**src/hw/mem_tlul_pkg.sv**
```systemverilog
`default_nettype none

package mem_tlul_pkg;

  // Bus and memory word width
  localparam int unsigned TlDataW = 32;

  // Byte address width on the A channel
  localparam int unsigned TlAddrW = 32;

  localparam int unsigned TlSrcW  = 8;  // Source ID carried from A to D
  localparam int unsigned TlMaskW = TlDataW / 8;  // One mask bit per byte lane

  // Width of one byte lane, used to expand the A-channel mask
  localparam int unsigned TlByteW = TlDataW / TlMaskW;

  // A-channel opcodes that the device accepts
  localparam logic [2:0] OpPutFullData    = 3'h0;
  localparam logic [2:0] OpPutPartialData = 3'h1;
  localparam logic [2:0] OpGet            = 3'h4;

  // D-channel reply opcodes
  localparam logic [2:0] OpAccessAck     = 3'h0;  // Reply to a Put
  localparam logic [2:0] OpAccessAckData = 3'h1;  // Reply to a Get, carries data

endpackage

`default_nettype wire
```
**src/hw/tlul_sram_adapter.sv**
```systemverilog
`default_nettype none

module tlul_sram_adapter #(
  parameter int unsigned SramAw = 11
) (
  input  logic                             clk_i,
  input  logic                             rst_ni,

  // TL-UL A channel
  input  logic                             a_valid_i,
  output logic                             a_ready_o,
  input  logic [2:0]                       a_opcode_i,
  input  logic [mem_tlul_pkg::TlAddrW-1:0] a_address_i,
  input  logic [mem_tlul_pkg::TlSrcW-1:0]  a_source_i,
  input  logic [mem_tlul_pkg::TlMaskW-1:0] a_mask_i,
  input  logic [mem_tlul_pkg::TlDataW-1:0] a_data_i,

  // TL-UL D channel
  output logic                             d_valid_o,
  input  logic                             d_ready_i,
  output logic [2:0]                       d_opcode_o,
  output logic [mem_tlul_pkg::TlSrcW-1:0]  d_source_o,
  output logic [mem_tlul_pkg::TlDataW-1:0] d_data_o,
  output logic                             d_error_o,

  // SRAM command and registered read return
  output logic                             sram_req_o,
  output logic                             sram_we_o,
  output logic [SramAw-1:0]                sram_addr_o,
  output logic [mem_tlul_pkg::TlDataW-1:0] sram_wdata_o,
  output logic [mem_tlul_pkg::TlDataW-1:0] sram_wmask_o,
  input  logic [mem_tlul_pkg::TlDataW-1:0] rdata_i,
  input  logic                             rvalid_i
);
  import mem_tlul_pkg::*;

  // Transaction FSM encoding
  localparam logic [1:0] StIdle  = 2'd0;  // Ready for a new request
  localparam logic [1:0] StIssue = 2'd1;  // Command on the SRAM port, or error decided
  localparam logic [1:0] StWait  = 2'd2;  // Waiting for the registered read return
  localparam logic [1:0] StResp  = 2'd3;  // Reply held on the D channel

  logic [1:0]         state_q;
  logic [1:0]         state_d;
  logic               a_fire;
  logic               d_fire;
  logic               a_is_put;
  logic               op_ok;
  logic               addr_ok;
  logic [TlDataW-1:0] a_wmask;

  logic               is_read_q;
  logic               err_q;
  logic               we_q;
  logic [TlSrcW-1:0]  source_q;
  logic [SramAw-1:0]  addr_q;
  logic [TlDataW-1:0] wdata_q;
  logic [TlDataW-1:0] wmask_q;
  logic [TlDataW-1:0] d_data_q;

  assign a_ready_o = (state_q == StIdle);
  assign a_fire    = a_valid_i && a_ready_o;
  assign d_valid_o = (state_q == StResp);
  assign d_fire    = d_valid_o && d_ready_i;

  // Request checks, evaluated on the A fields at acceptance
  assign a_is_put = (a_opcode_i == OpPutFullData) || (a_opcode_i == OpPutPartialData);
  assign op_ok    = a_is_put || (a_opcode_i == OpGet);
  assign addr_ok  = ((a_address_i >> (SramAw + 2)) == '0);  // Works for any depth

  // Each byte-lane enable becomes a full byte of the SRAM bit mask
  always_comb begin
    for (int unsigned i = 0; i < TlMaskW; i++) begin
      a_wmask[i*TlByteW +: TlByteW] = {TlByteW{a_mask_i[i]}};
    end
  end

  always_comb begin
    state_d = state_q;
    unique case (state_q)
      StIdle: begin
        if (a_fire) state_d = StIssue;
      end
      StIssue: begin
        state_d = err_q ? StResp : StWait;  // Errors skip the memory
      end
      StWait: begin
        if (rvalid_i) state_d = StResp;
      end
      StResp: begin
        if (d_fire) state_d = StIdle;
      end
      default: begin
        state_d = StIdle;
      end
    endcase
  end

  always_ff @(posedge clk_i or negedge rst_ni) begin
    if (!rst_ni) begin
      state_q   <= StIdle;
      is_read_q <= 1'b0;
      err_q     <= 1'b0;
      we_q      <= 1'b0;
      source_q  <= '0;
    end else begin
      state_q <= state_d;
      if (a_fire) begin
        // Unsupported opcodes are answered like a Get
        is_read_q <= !a_is_put;
        err_q     <= !(op_ok && addr_ok);
        we_q      <= a_is_put;
        source_q  <= a_source_i;
      end
    end
  end

  always_ff @(posedge clk_i) begin
    if (a_fire) begin
      addr_q  <= a_address_i[SramAw+1:2];
      wdata_q <= a_data_i;
      wmask_q <= a_is_put ? a_wmask : '0;  // A Get writes nothing
    end
  end

  // Reply data is zero for writes and for errors
  always_ff @(posedge clk_i) begin
    if ((state_q == StIssue) && err_q) begin
      d_data_q <= '0;
    end else if ((state_q == StWait) && rvalid_i) begin
      d_data_q <= is_read_q ? rdata_i : '0;
    end
  end

  // One command cycle per valid request
  assign sram_req_o   = (state_q == StIssue) && !err_q;
  assign sram_we_o    = we_q;
  assign sram_addr_o  = addr_q;
  assign sram_wdata_o = wdata_q;
  assign sram_wmask_o = wmask_q;

  assign d_opcode_o = is_read_q ? OpAccessAckData : OpAccessAck;
  assign d_source_o = source_q;
  assign d_data_o   = d_data_q;
  assign d_error_o  = err_q;

endmodule

`default_nettype wire

```
**config.mk**
```make
export PLATFORM = sky130hd
export DESIGN_NAME = tlul_sram_adapter
export DESIGN_NICKNAME = d
export VERILOG_FILES = /design/src/hw/mem_tlul_pkg.sv /design/src/hw/tlul_sram_adapter.sv
export SDC_FILE = /design/constraint.sdc
export NUM_CORES = 1
export LEC_CHECK = 0
export ABC_AREA = 1
export BUFFER_PORTS_ARGS = -buffer_cell sky130_fd_sc_hd__buf_4
export CAP_MARGIN = 20
export CELL_PAD_IN_SITES_DETAIL_PLACEMENT = 2
export CELL_PAD_IN_SITES_GLOBAL_PLACEMENT = 2
export CORE_MARGIN = 3
export CORE_UTILIZATION = 27
export CTS_BUF_LIST = sky130_fd_sc_hd__clkbuf_8
export DETAILED_ROUTE_END_ITERATION = 8
export GPL_ROUTABILITY_DRIVEN = 0
export PLACE_DENSITY_LB_ADDON = 0.05
export SKIP_CTS_REPAIR_TIMING = 1
export SLEW_MARGIN = 20
export SYNTH_ARGS = -nofsm -noshare
export SYNTH_HDL_FRONTEND = slang
export SYNTH_SLANG_ARGS = --single-unit
```
**constraint.sdc**
```tcl
create_clock -name clk_i -period 3.1 [get_ports clk_i]
set_clock_uncertainty 0.2 [all_clocks]
set_input_delay 0 -clock clk_i [delete_from_list [all_inputs] [get_ports clk_i]]
set_output_delay 0 -clock clk_i [all_outputs]
set_load 0.02 [all_outputs]
```
==> out/summary.txt, run 1 <==
outcome = complete, but fails checks
failing checks = negative hold slack
layout cell share with drive strength beyond 1 = 49.0%
grt ovf = 0
minimum clock period = 2.74 ns
clock-pin slew on the worst setup and hold paths = 0.10 ns
Seq/Total Area, Yosys = 62.0%
Worst EP arrival = 2.82 ns
Die X = 125 um
Crit path top cell by count = dlygate4sd3_1
WL final = 17,600 um
commonest non-fill, non-tap cells in the layout = 237 x buf_4, 120 x dlygate4sd3_1, 70 x nand2_1
core area = 13,600 um2
P_leak = 3.03 nW
launch point of the worst path = a_address_i[23]
Register Area = 2380 um2
final-report hold violation count = 1
flops & latches, synth = 92
critical path class = input pin to flop
Crit. End Element = flop
vias = 3,661
crit-path max cell delay = 0.57 ns
Max Freq = 365 MHz
largest net degree at the start of global routing = 54
clock network latency to the later pin of the worst-skew pair = 0.37 ns
Initial Util = 28.3%
Remaining DRCs = 0
worst slew pin tran = 0.983 ns
RR Startpoint = state_q[0]
first-pass GRT wire length = 19,800 um
placed cells = 693
P&R area growth vs syn = 80.8%
# fillers = 1,384
Unique masters post-synth = 22
Synth Warn # = 0
Setup Viol. Count Final = 0
initial antenna violation count = 1
hold depth = 6
total die area = 15,700 um2
Clock H-tree levels = 3
RSZ-0062 raised after global routing = false
max-slew violation count = 0
Peak VDD IR = 336 uV
mean post-synth cell area = 11.8 um2
DP HPWL = 9920 um
Hold WC Path Type = input pin to flop
Finished Layout Cells = 830
PortBufs = 234
Max Cap Viol = 0
DRT antenna net count = 0
root buf cell = clkbuf_8
Synth top area share = 36.8%
clk sink count = 92
Worst slew margin = 34.5%
clk buf depth = 2
router iterations before antenna repair = 4
number of global-route vias before repair = 3,380
hold path startpoint = d_ready_i
Sum Neg Setup Slack = 0 ns
Final Cycle Share = 88.3%
num rows = 42
mapped cell area = 3840 um2
CTS tree = built
GRT Total Usage = 16.2%
critical-path cell list = dlygate4sd3_1 -> buf_4 -> nor2_1 -> dlygate4sd3_1 -> nand2_1 -> dlygate4sd3_1 -> nor2_1 -> dlygate4sd3_1 -> nand3_1 -> nand2_1 -> inv_1
area occupied by multi-input gates = 1050 um2
Layout Nets = 769
commonest non-fill, non-tap cell in the layout = buf_4
Worst path slowest cell = dlygate4sd3_1
reg2reg path depth = 7
Initial DRC Count = 214
Avg WL per Cell = 21.2 um
Die Ht = 125 um
Hold WS = -0.0201 ns
DR vias/cell = 4.41
Ports = 239
power per cell area = 809 nW/um2
CTS Buf Count = 9
required time of the critical path = 3.18 ns
crit-path max FO = 1
Cells after Synth = 324
Yosys top cell by area = edfxtp_1
CP Launch Type = input pin
ranking of synthesized cells by area = edfxtp_1 37%, dfxtp_1 17%, dfrtp_1 8.5%
[final cells by class]
cell class	instances	share of cell area [%]
Antenna cell	1	0.0361
Clock buffer	9	1.79
Clock inverter	7	1.43
Inverter	15	0.884
Multi-Input combinational cell	172	15.1
Sequential cell	92	34.3
Tap cell	176	3.18
Timing Repair Buffer	358	43.3
[metal layers]
metal | global-route usage [%] | wire (um) | share of wire (%) | vias up
li1 | - | - | - | 1681
met1 | 19.2 | 7130 | 40 | 1803
met2 | 27.3 | 9200 | 52 | 162
met3 | 6.01 | 1040 | 5.9 | 15
met4 | 4.97 | 244 | 1.4 | 0
met5 | 0 | 0 | 0 | -
[critical path, delay by kind of cell]
family | cells | cell delay [ns]
buffers and inverters | 6 | 2.41
AND/OR/NAND/NOR | 5 | 0.40
[cell usage after synthesis (all sizes together)]
cell / number
nor2: 20
edfxtp: 47
conb: 1
ha: 5
inv: 14
dfrtp: 13
o21ai: 4
clkinv: 1
nand2: 72
nand3: 34
or2: 1
a21oi: 34
buf: 46
dfxtp: 32
[cells by family (layout without fill, tap and decap cells)]
logic type | count (synthesis) | in the layout | share of synthesized area (%)
and+or+nand+nor | 127 | 127 | 17.6
DFF | 92 | 92 | 62.0
other | 1 | 3 | 0.0978
adders and majority gates | 5 | 5 | 1.63
buffers and inverters | 61 | 389 | 10.8
AOI/OAI and AO/OA | 38 | 38 | 7.89
[state kept, by name, indices dropped and copies added (netlist names)]
| register | cells |
|---|---|
| is_read_q | 1 |
| sram_wdata_o | 32 |
| sram_we_o | 1 |
| state_q | 2 |
| d_source_o | 8 |
| d_error_o | 1 |
| sram_addr_o | 11 |
| d_data_o | 32 |
| sram_wmask_o | 4 |
[metrics by stage]
step	utilization (%)	setup WS, ns	cell area (um2)	total power [W]
floorplan	-	1.17	3840	0.00340
global route	51.2	0.275	6940	0.00594
CTS	42.3	0.798	5730	0.00530
finish	51.2	0.364	6940	0.00561
detailed placement	40.6	0.832	5510	0.00435
global placement	40.6	0.855	5510	0.00427
[final timing paths]
check                                endpoint  slack (ns)
worst min-delay path               state_q[0]       -0.02
max in group asynchronous           is_read_q        1.67
worst max-delay path                d_error_o        0.36
min in group asynchronous       d_source_o[4]        0.53
worst min register to register   d_data_o[31]        0.28
worst max register to register     state_q[1]        0.45
[where the power goes]
group | switching (W) | internal [W]
registers | 0.000351 | 0.00170
clock network | 0.000503 | 0.000461
logic | 0.00149 | 0.00111
total | 0.00234 | 0.00327
Note: power is estimated with default switching activity, not from simulation.
==> run 2: changes to the inputs <==
--- a/config.mk
+++ b/config.mk
@@ -16,6 +16,7 @@
 export DETAILED_ROUTE_END_ITERATION = 8
 export GPL_ROUTABILITY_DRIVEN = 0
 export PLACE_DENSITY_LB_ADDON = 0.05
+export RECOVER_POWER = 50
 export SKIP_CTS_REPAIR_TIMING = 1
 export SLEW_MARGIN = 20
 export SYNTH_ARGS = -nofsm -noshare
==> run 2 against run 1 <==
Net effect: fmax about the same; the flow still finishes with violations (negative hold slack); non-clock buffer count unchanged; clock power is essentially flat; largest cell class unchanged; clock-buffer cell count is the same; sequential share of layout area increased by 1.8 points; design area down 5.0%; hold slack worse by 0.0022 ns; global-route usage did not move; via count grew 0.19%; combinational power decreased by 12%; die area did not move; power is 5.5% lower.
==> out/summary.txt, run 2 (synthesis results as in run 1) <==
Setup Viol. Count Final = 0 (unchanged)
Ports = 239 (unchanged)
Max Freq = 365 MHz (about the same)
Hold WS = -0.0224 ns (-0.00222 ns)
part of the power in registers = 38.4% (+1.9 points)
critical-path cell list = dlygate4sd3_1 -> buf_4 -> nor2_1 -> dlygate4sd3_1 -> nand2_1 -> dlygate4sd3_1 -> nor2_1 -> dlygate4sd3_1 -> nand3_1 -> nand2_1 -> inv_1
critical path class = input pin to flop
GRT Total Usage = 16.2% (unchanged)
initial antenna violation count = 1 (unchanged)
required time of the critical path = 3.18 ns (about the same)
Final Cycle Share = 88.3% (about the same)
sw frac = 43.9% (+2.2 points)
CTS tree = built
crit-path max FO = 1 (unchanged)
P_leak = 2.66 nW (-12%)
clk buf depth = 2 (unchanged)
Max Cap Viol = 0 (unchanged)
num rows = 42 (unchanged)
clock power share = 18.1% (+0.9 points)
Crit path top cell by count = dlygate4sd3_1
root buf cell = clkbuf_8
outcome = complete, but fails checks
Worst slew margin = 35.4% (+0.88 points)
core area = 13,600 um2 (unchanged)
CTS Buf Count = 9 (unchanged)
PortBufs = 234 (unchanged)
sw power = 0.00233 W (-0.58%)
commonest non-fill, non-tap cell in the layout = dlygate4sd3_1
first-pass GRT wire length = 19,800 um (unchanged)
Sum Neg Setup Slack = 0 ns (unchanged)
RSZ-0062 raised after global routing = false
Worst EP arrival = 2.82 ns (about the same)
failing checks = negative hold slack
Initial DRC Count = 190 (-11%)
DR vias/cell = 4.42 (+0.19%)
Worst path slowest cell = dlygate4sd3_1
clk sink count = 92 (unchanged)
P&R area growth vs syn = 71.7%
vias = 3,668 (+0.19%)
CP Launch Type = input pin
# fillers = 1,486 (+7.4%)
grt ovf = 0 (unchanged)
layout cell share with drive strength beyond 1 = 34.8% (-14 points)
Hold WC Path Type = input pin to flop
Initial Util = 28.3% (unchanged)
WL final = 17,600 um (about the same)
DP HPWL = 9920 um (unchanged)
number of global-route vias before repair = 3,380 (unchanged)
Crit. End Element = flop
clock-pin slew on the worst setup and hold paths = 0.10 ns (about the same)
max-slew violation count = 0 (unchanged)
Clock H-tree levels = 3 (unchanged)
Peak VDD IR = 303 uV (-9.8%)
power share of the combinational group = 43.4% (-2.9 points)
crit-path max cell delay = 0.57 ns (about the same)
Die X = 125 um (unchanged)
Remaining DRCs = 0 (unchanged)
worst slew pin tran = 0.969 ns (-0.0132 ns)
largest net degree at the start of global routing = 54 (unchanged)
minimum clock period = 2.74 ns (-0.000185 ns)
final core utilization = 48.6% (-2.6 points)
Layout Nets = 769 (unchanged)
Die Ht = 125 um (unchanged)
final-report hold violation count = 1 (unchanged)
commonest non-fill, non-tap cells in the layout = 120 x dlygate4sd3_1, 101 x buf_4, 93 x clkbuf_1
power per cell area = 805 nW/um2 (-0.52%)
internal power = 0.00298 W (-9.1%)
total die area = 15,700 um2 (unchanged)
clock network latency to the later pin of the worst-skew pair = 0.37 ns (about the same)
router iterations before antenna repair = 4 (unchanged)
Avg WL per Cell = 21.2 um (about the same)
DRT antenna net count = 0 (unchanged)
run 2: cell count changes in the layout (fill, tap and decap cells not counted), sizes merged:
cell | previous run | this run
buf | 238 | 102
clkbuf | 9 | 145
run 2: layout make-up:
cell class	count	area (um2)	area share, %
multi-input combinational	172	1050	15.9
clock inverter	7	98.8	1.50
tap	176	220	3.34
inverter	15	61.3	0.931
antenna	1	2.50	0.0380
sequential	92	2380	36.1
timing repair buffer	358	2650	40.3
clock buffer	9	124	1.88
run 2: metal layers:
| layer | vias to the layer above | global-route usage (%) | routed length, um | part of all wire (%) |
|---|---|---|---|---|
| li1 | 1683 | - | - | - |
| met1 | 1807 | 19.2 | 7250 | 41 |
| met2 | 162 | 27.3 | 9140 | 52 |
| met3 | 16 | 6.01 | 969 | 5.5 |
| met4 | 0 | 4.97 | 246 | 1.4 |
| met5 | - | 0 | 0 | 0 |
run 2: power groups by stage:
| stage | clock [W] | sequential, W | combinational [W] |
|---|---|---|---|
| final | 0.000962 | 0.00204 | 0.00230 |
| after global routing | 0.00105 | 0.00209 | 0.00250 |
| after CTS | 0.000970 | 0.00202 | 0.00231 |
| after detailed placement | 0 | 0.00204 | 0.00231 |
| after global placement | 0 | 0.00202 | 0.00225 |
| after floorplan | 0 | 0.00235 | 0.00105 |
run 2: worst paths after layout:
| kind | slack (ns) | startpoint | depth (start not counted) | endpoint |
|---|---|---|---|---|
| setup / recovery | 0.36 | a_address_i[23] | 11 | d_error_o |
| max in group asynchronous | 1.67 | rst_ni | 3 | is_read_q |
| hold / removal | -0.02 | d_ready_i | 6 | state_q[0] |
| min in group asynchronous | 0.53 | rst_ni | 3 | d_source_o[4] |
| setup reg to reg | 0.45 | state_q[0] | 7 | state_q[1] |
| hold reg to reg | 0.28 | d_data_o[31] | 2 | d_data_o[31] |
run 2: critical path, delay by kind of cell:
| family | cells | cell delay (ns) |
|---|---|---|
| buffers and inverters | 6 | 2.41 |
| and+or+nand+nor | 5 | 0.41 |
run 2: stage by stage:
step                worst slack (ns)  cell area, um2  cells  power, W
floorplan                       1.17            3840    325   0.00340
CTS                            0.798            5730    709   0.00530
global placement               0.855            5510    693   0.00427
detailed placement             0.832            5510    693   0.00435
global route                   0.275            6590    830   0.00564
finish                         0.364            6590    830   0.00530
==> run 3: changes to the inputs <==
--- a/config.mk
+++ b/config.mk
@@ -17,6 +17,7 @@
 export GPL_ROUTABILITY_DRIVEN = 0
 export PLACE_DENSITY_LB_ADDON = 0.05
 export RECOVER_POWER = 50
+export REMOVE_ABC_BUFFERS = 1
 export SKIP_CTS_REPAIR_TIMING = 1
 export SLEW_MARGIN = 20
 export SYNTH_ARGS = -nofsm -noshare
==> run 3 against run 2 <==
Net effect: the run now ends clean; utilization fell by 0.39 points; via count shrank 0.57%; fmax decreased by 1.4%; die area stayed put; clock-buffer cell count increased by 1; power fell by 2.0%; critical path type unchanged; critical endpoint unchanged.
==> out/summary.txt, run 3 (synthesis results as in run 1) <==
router iterations before antenna repair = 4 (unchanged)
Die Ht = 125 um (unchanged)
final-report hold violation count = 0 (-1)
critical path class = input pin to flop
CTS tree = built
Sum Neg Setup Slack = 0 ns (unchanged)
Setup Viol. Count Final = 0 (unchanged)
DP HPWL = 9940 um (+0.25%)
first-pass GRT wire length = 20,200 um (+1.8%)
WL final = 18,300 um (+4.1%)
Final Cycle Share = 89.5% (+1.2 points)
ant diodes = 0 (-1)
r2r endpoint = d_source_o[0]
Worst EP arrival = 2.85 ns (+0.03 ns)
Clock H-tree levels = 3 (unchanged)
commonest non-fill, non-tap cell in the layout = dlygate4sd3_1
DRT antenna net count = 0 (unchanged)
RSZ-0062 raised after global routing = false
Worst slew margin = 34.1% (-1.3 points)
hold path startpoint = a_data_i[6]
placed cells = 692 (-0.14%)
P&R area growth vs syn = 70.3%
Initial DRC Count = 167 (-12%)
Power Total = 0.00519 W (-2.0%)
Crit. End Element = flop
power per cell area = 795 nW/um2 (-1.3%)
Initial Util = 28.3% (unchanged)
clk sink count = 92 (unchanged)
num rows = 42 (unchanged)
CP Launch Type = input pin
Layout Nets = 766 (-0.39%)
Hold WC Path Type = input pin to flop
Remaining DRCs = 0 (unchanged)
max-slew violation count = 0 (unchanged)
Avg WL per Cell = 22.2 um (+4.6%)
layout cell share with drive strength beyond 1 = 34.6% (-0.15 points)
Ports = 239 (unchanged)
Max Freq = 360 MHz (-1.4%)
crit-path max FO = 1 (unchanged)
hold depth = 2 (-4)
worst slew pin tran = 0.988 ns (+0.0188 ns)
root buf cell = clkbuf_8
grt ovf = 0 (unchanged)
DR vias/cell = 4.42 (about the same)
clk buf depth = 2 (unchanged)
clock-pin slew on the worst setup and hold paths = 0.10 ns (about the same)
total die area = 15,700 um2 (unchanged)
Die X = 125 um (unchanged)
clock network latency to the later pin of the worst-skew pair = 0.37 ns (about the same)
GRT Total Usage = 16.7% (+0.51 points)
Hold Crit Endpoint = sram_wdata_o[6]
required time of the critical path = 3.18 ns (about the same)
minimum clock period = 2.77 ns (+0.0379 ns)
Max Cap Viol = 0 (unchanged)
largest net degree at the start of global routing = 44 (-19%)
vias = 3,647 (-0.57%)
P_leak = 2.64 nW (-0.71%)
PortBufs = 234 (unchanged)
worst reg-to-reg setup slack = 0.42 ns (-0.03 ns)
outcome = complete, no violations
Finished Layout Cells = 826 (-0.48%)
core area = 13,600 um2 (unchanged)
initial antenna violation count = 0 (-1)
reg2reg path depth = 8 (+1)
CTS Buf Count = 9 (unchanged)
RR Startpoint = state_q[0]
Peak VDD IR = 390 uV (+29%)
commonest non-fill, non-tap cells in the layout = 118 x dlygate4sd3_1, 100 x buf_4, 93 x clkbuf_1
number of global-route vias before repair = 3,252 (-3.8%)
run 3: cell count changes in the layout (fill, tap and decap cells not counted), sizes merged:
cell         change
buf              -1
bufinv           -1
clkbuf           +1
clkinv           -2
diode            -1
dlygate4sd3      -2
inv              +2
run 3: routing by layer:
layer	up-vias	part of all wire [%]	GRT usage (%)
met3	27	6.1	6.99
met1	1785	41	20.3
li1	1681	-	-
met4	0	2.3	4.59
met5	-	0	0
met2	154	50	27.3
run 3: worst max-delay path by stage:
stage	to	from	slack, ns	cells after the start
finish	d_error_o	a_address_i[31]	0.33	11
global route	d_error_o	state_q[0]	0.19	10
CTS	sram_wdata_o[8]	state_q[0]	0.94	5
detailed placement	sram_addr_o[3]	state_q[0]	0.96	5
global placement	sram_wdata_o[27]	state_q[0]	1.04	5
floorplan	d_error_o	state_q[0]	0.80	9
run 3: area by class of cell:
| cell class | instances | area (um2) |
|---|---|---|
| Fill cell | 1459 | 7020 |
| Clock buffer | 10 | 138 |
| Multi-Input combinational cell | 172 | 1050 |
| Inverter | 15 | 61.3 |
| Clock inverter | 6 | 62.6 |
| Sequential cell | 92 | 2380 |
| Tap cell | 176 | 220 |
| Timing Repair Buffer | 355 | 2620 |
run 3: power by group:
group | internal (W) | switching [W]
clock network | 0.000396 | 0.000482
logic | 0.000790 | 0.00148
registers | 0.00170 | 0.000347
total | 0.00288 | 0.00231
run 3: metrics by stage:
stage	setup WS, ns	hold slack (ns)	area [um2]	util [%]
6_report	0.326	0.152	6530	48.2
5_1_grt	0.194	0.129	6530	48.2
4_1_cts	0.944	-0.767	5700	42.1
3_5_place_dp	0.963	-0.332	5500	40.6
3_3_place_gp	1.04	-0.336	5500	40.6
2_1_floorplan	0.798	-0.496	3490	-
run 3: critical path, stage by stage:
cell,delay [ns]
dlygate4sd3_1,0.57
buf_4,0.15
nor2_1,0.09
dlygate4sd3_1,0.55
nand2_1,0.05
dlygate4sd3_1,0.55
nor2_1,0.11
dlygate4sd3_1,0.57
nand3_1,0.10
nand2_1,0.07
inv_1,0.04
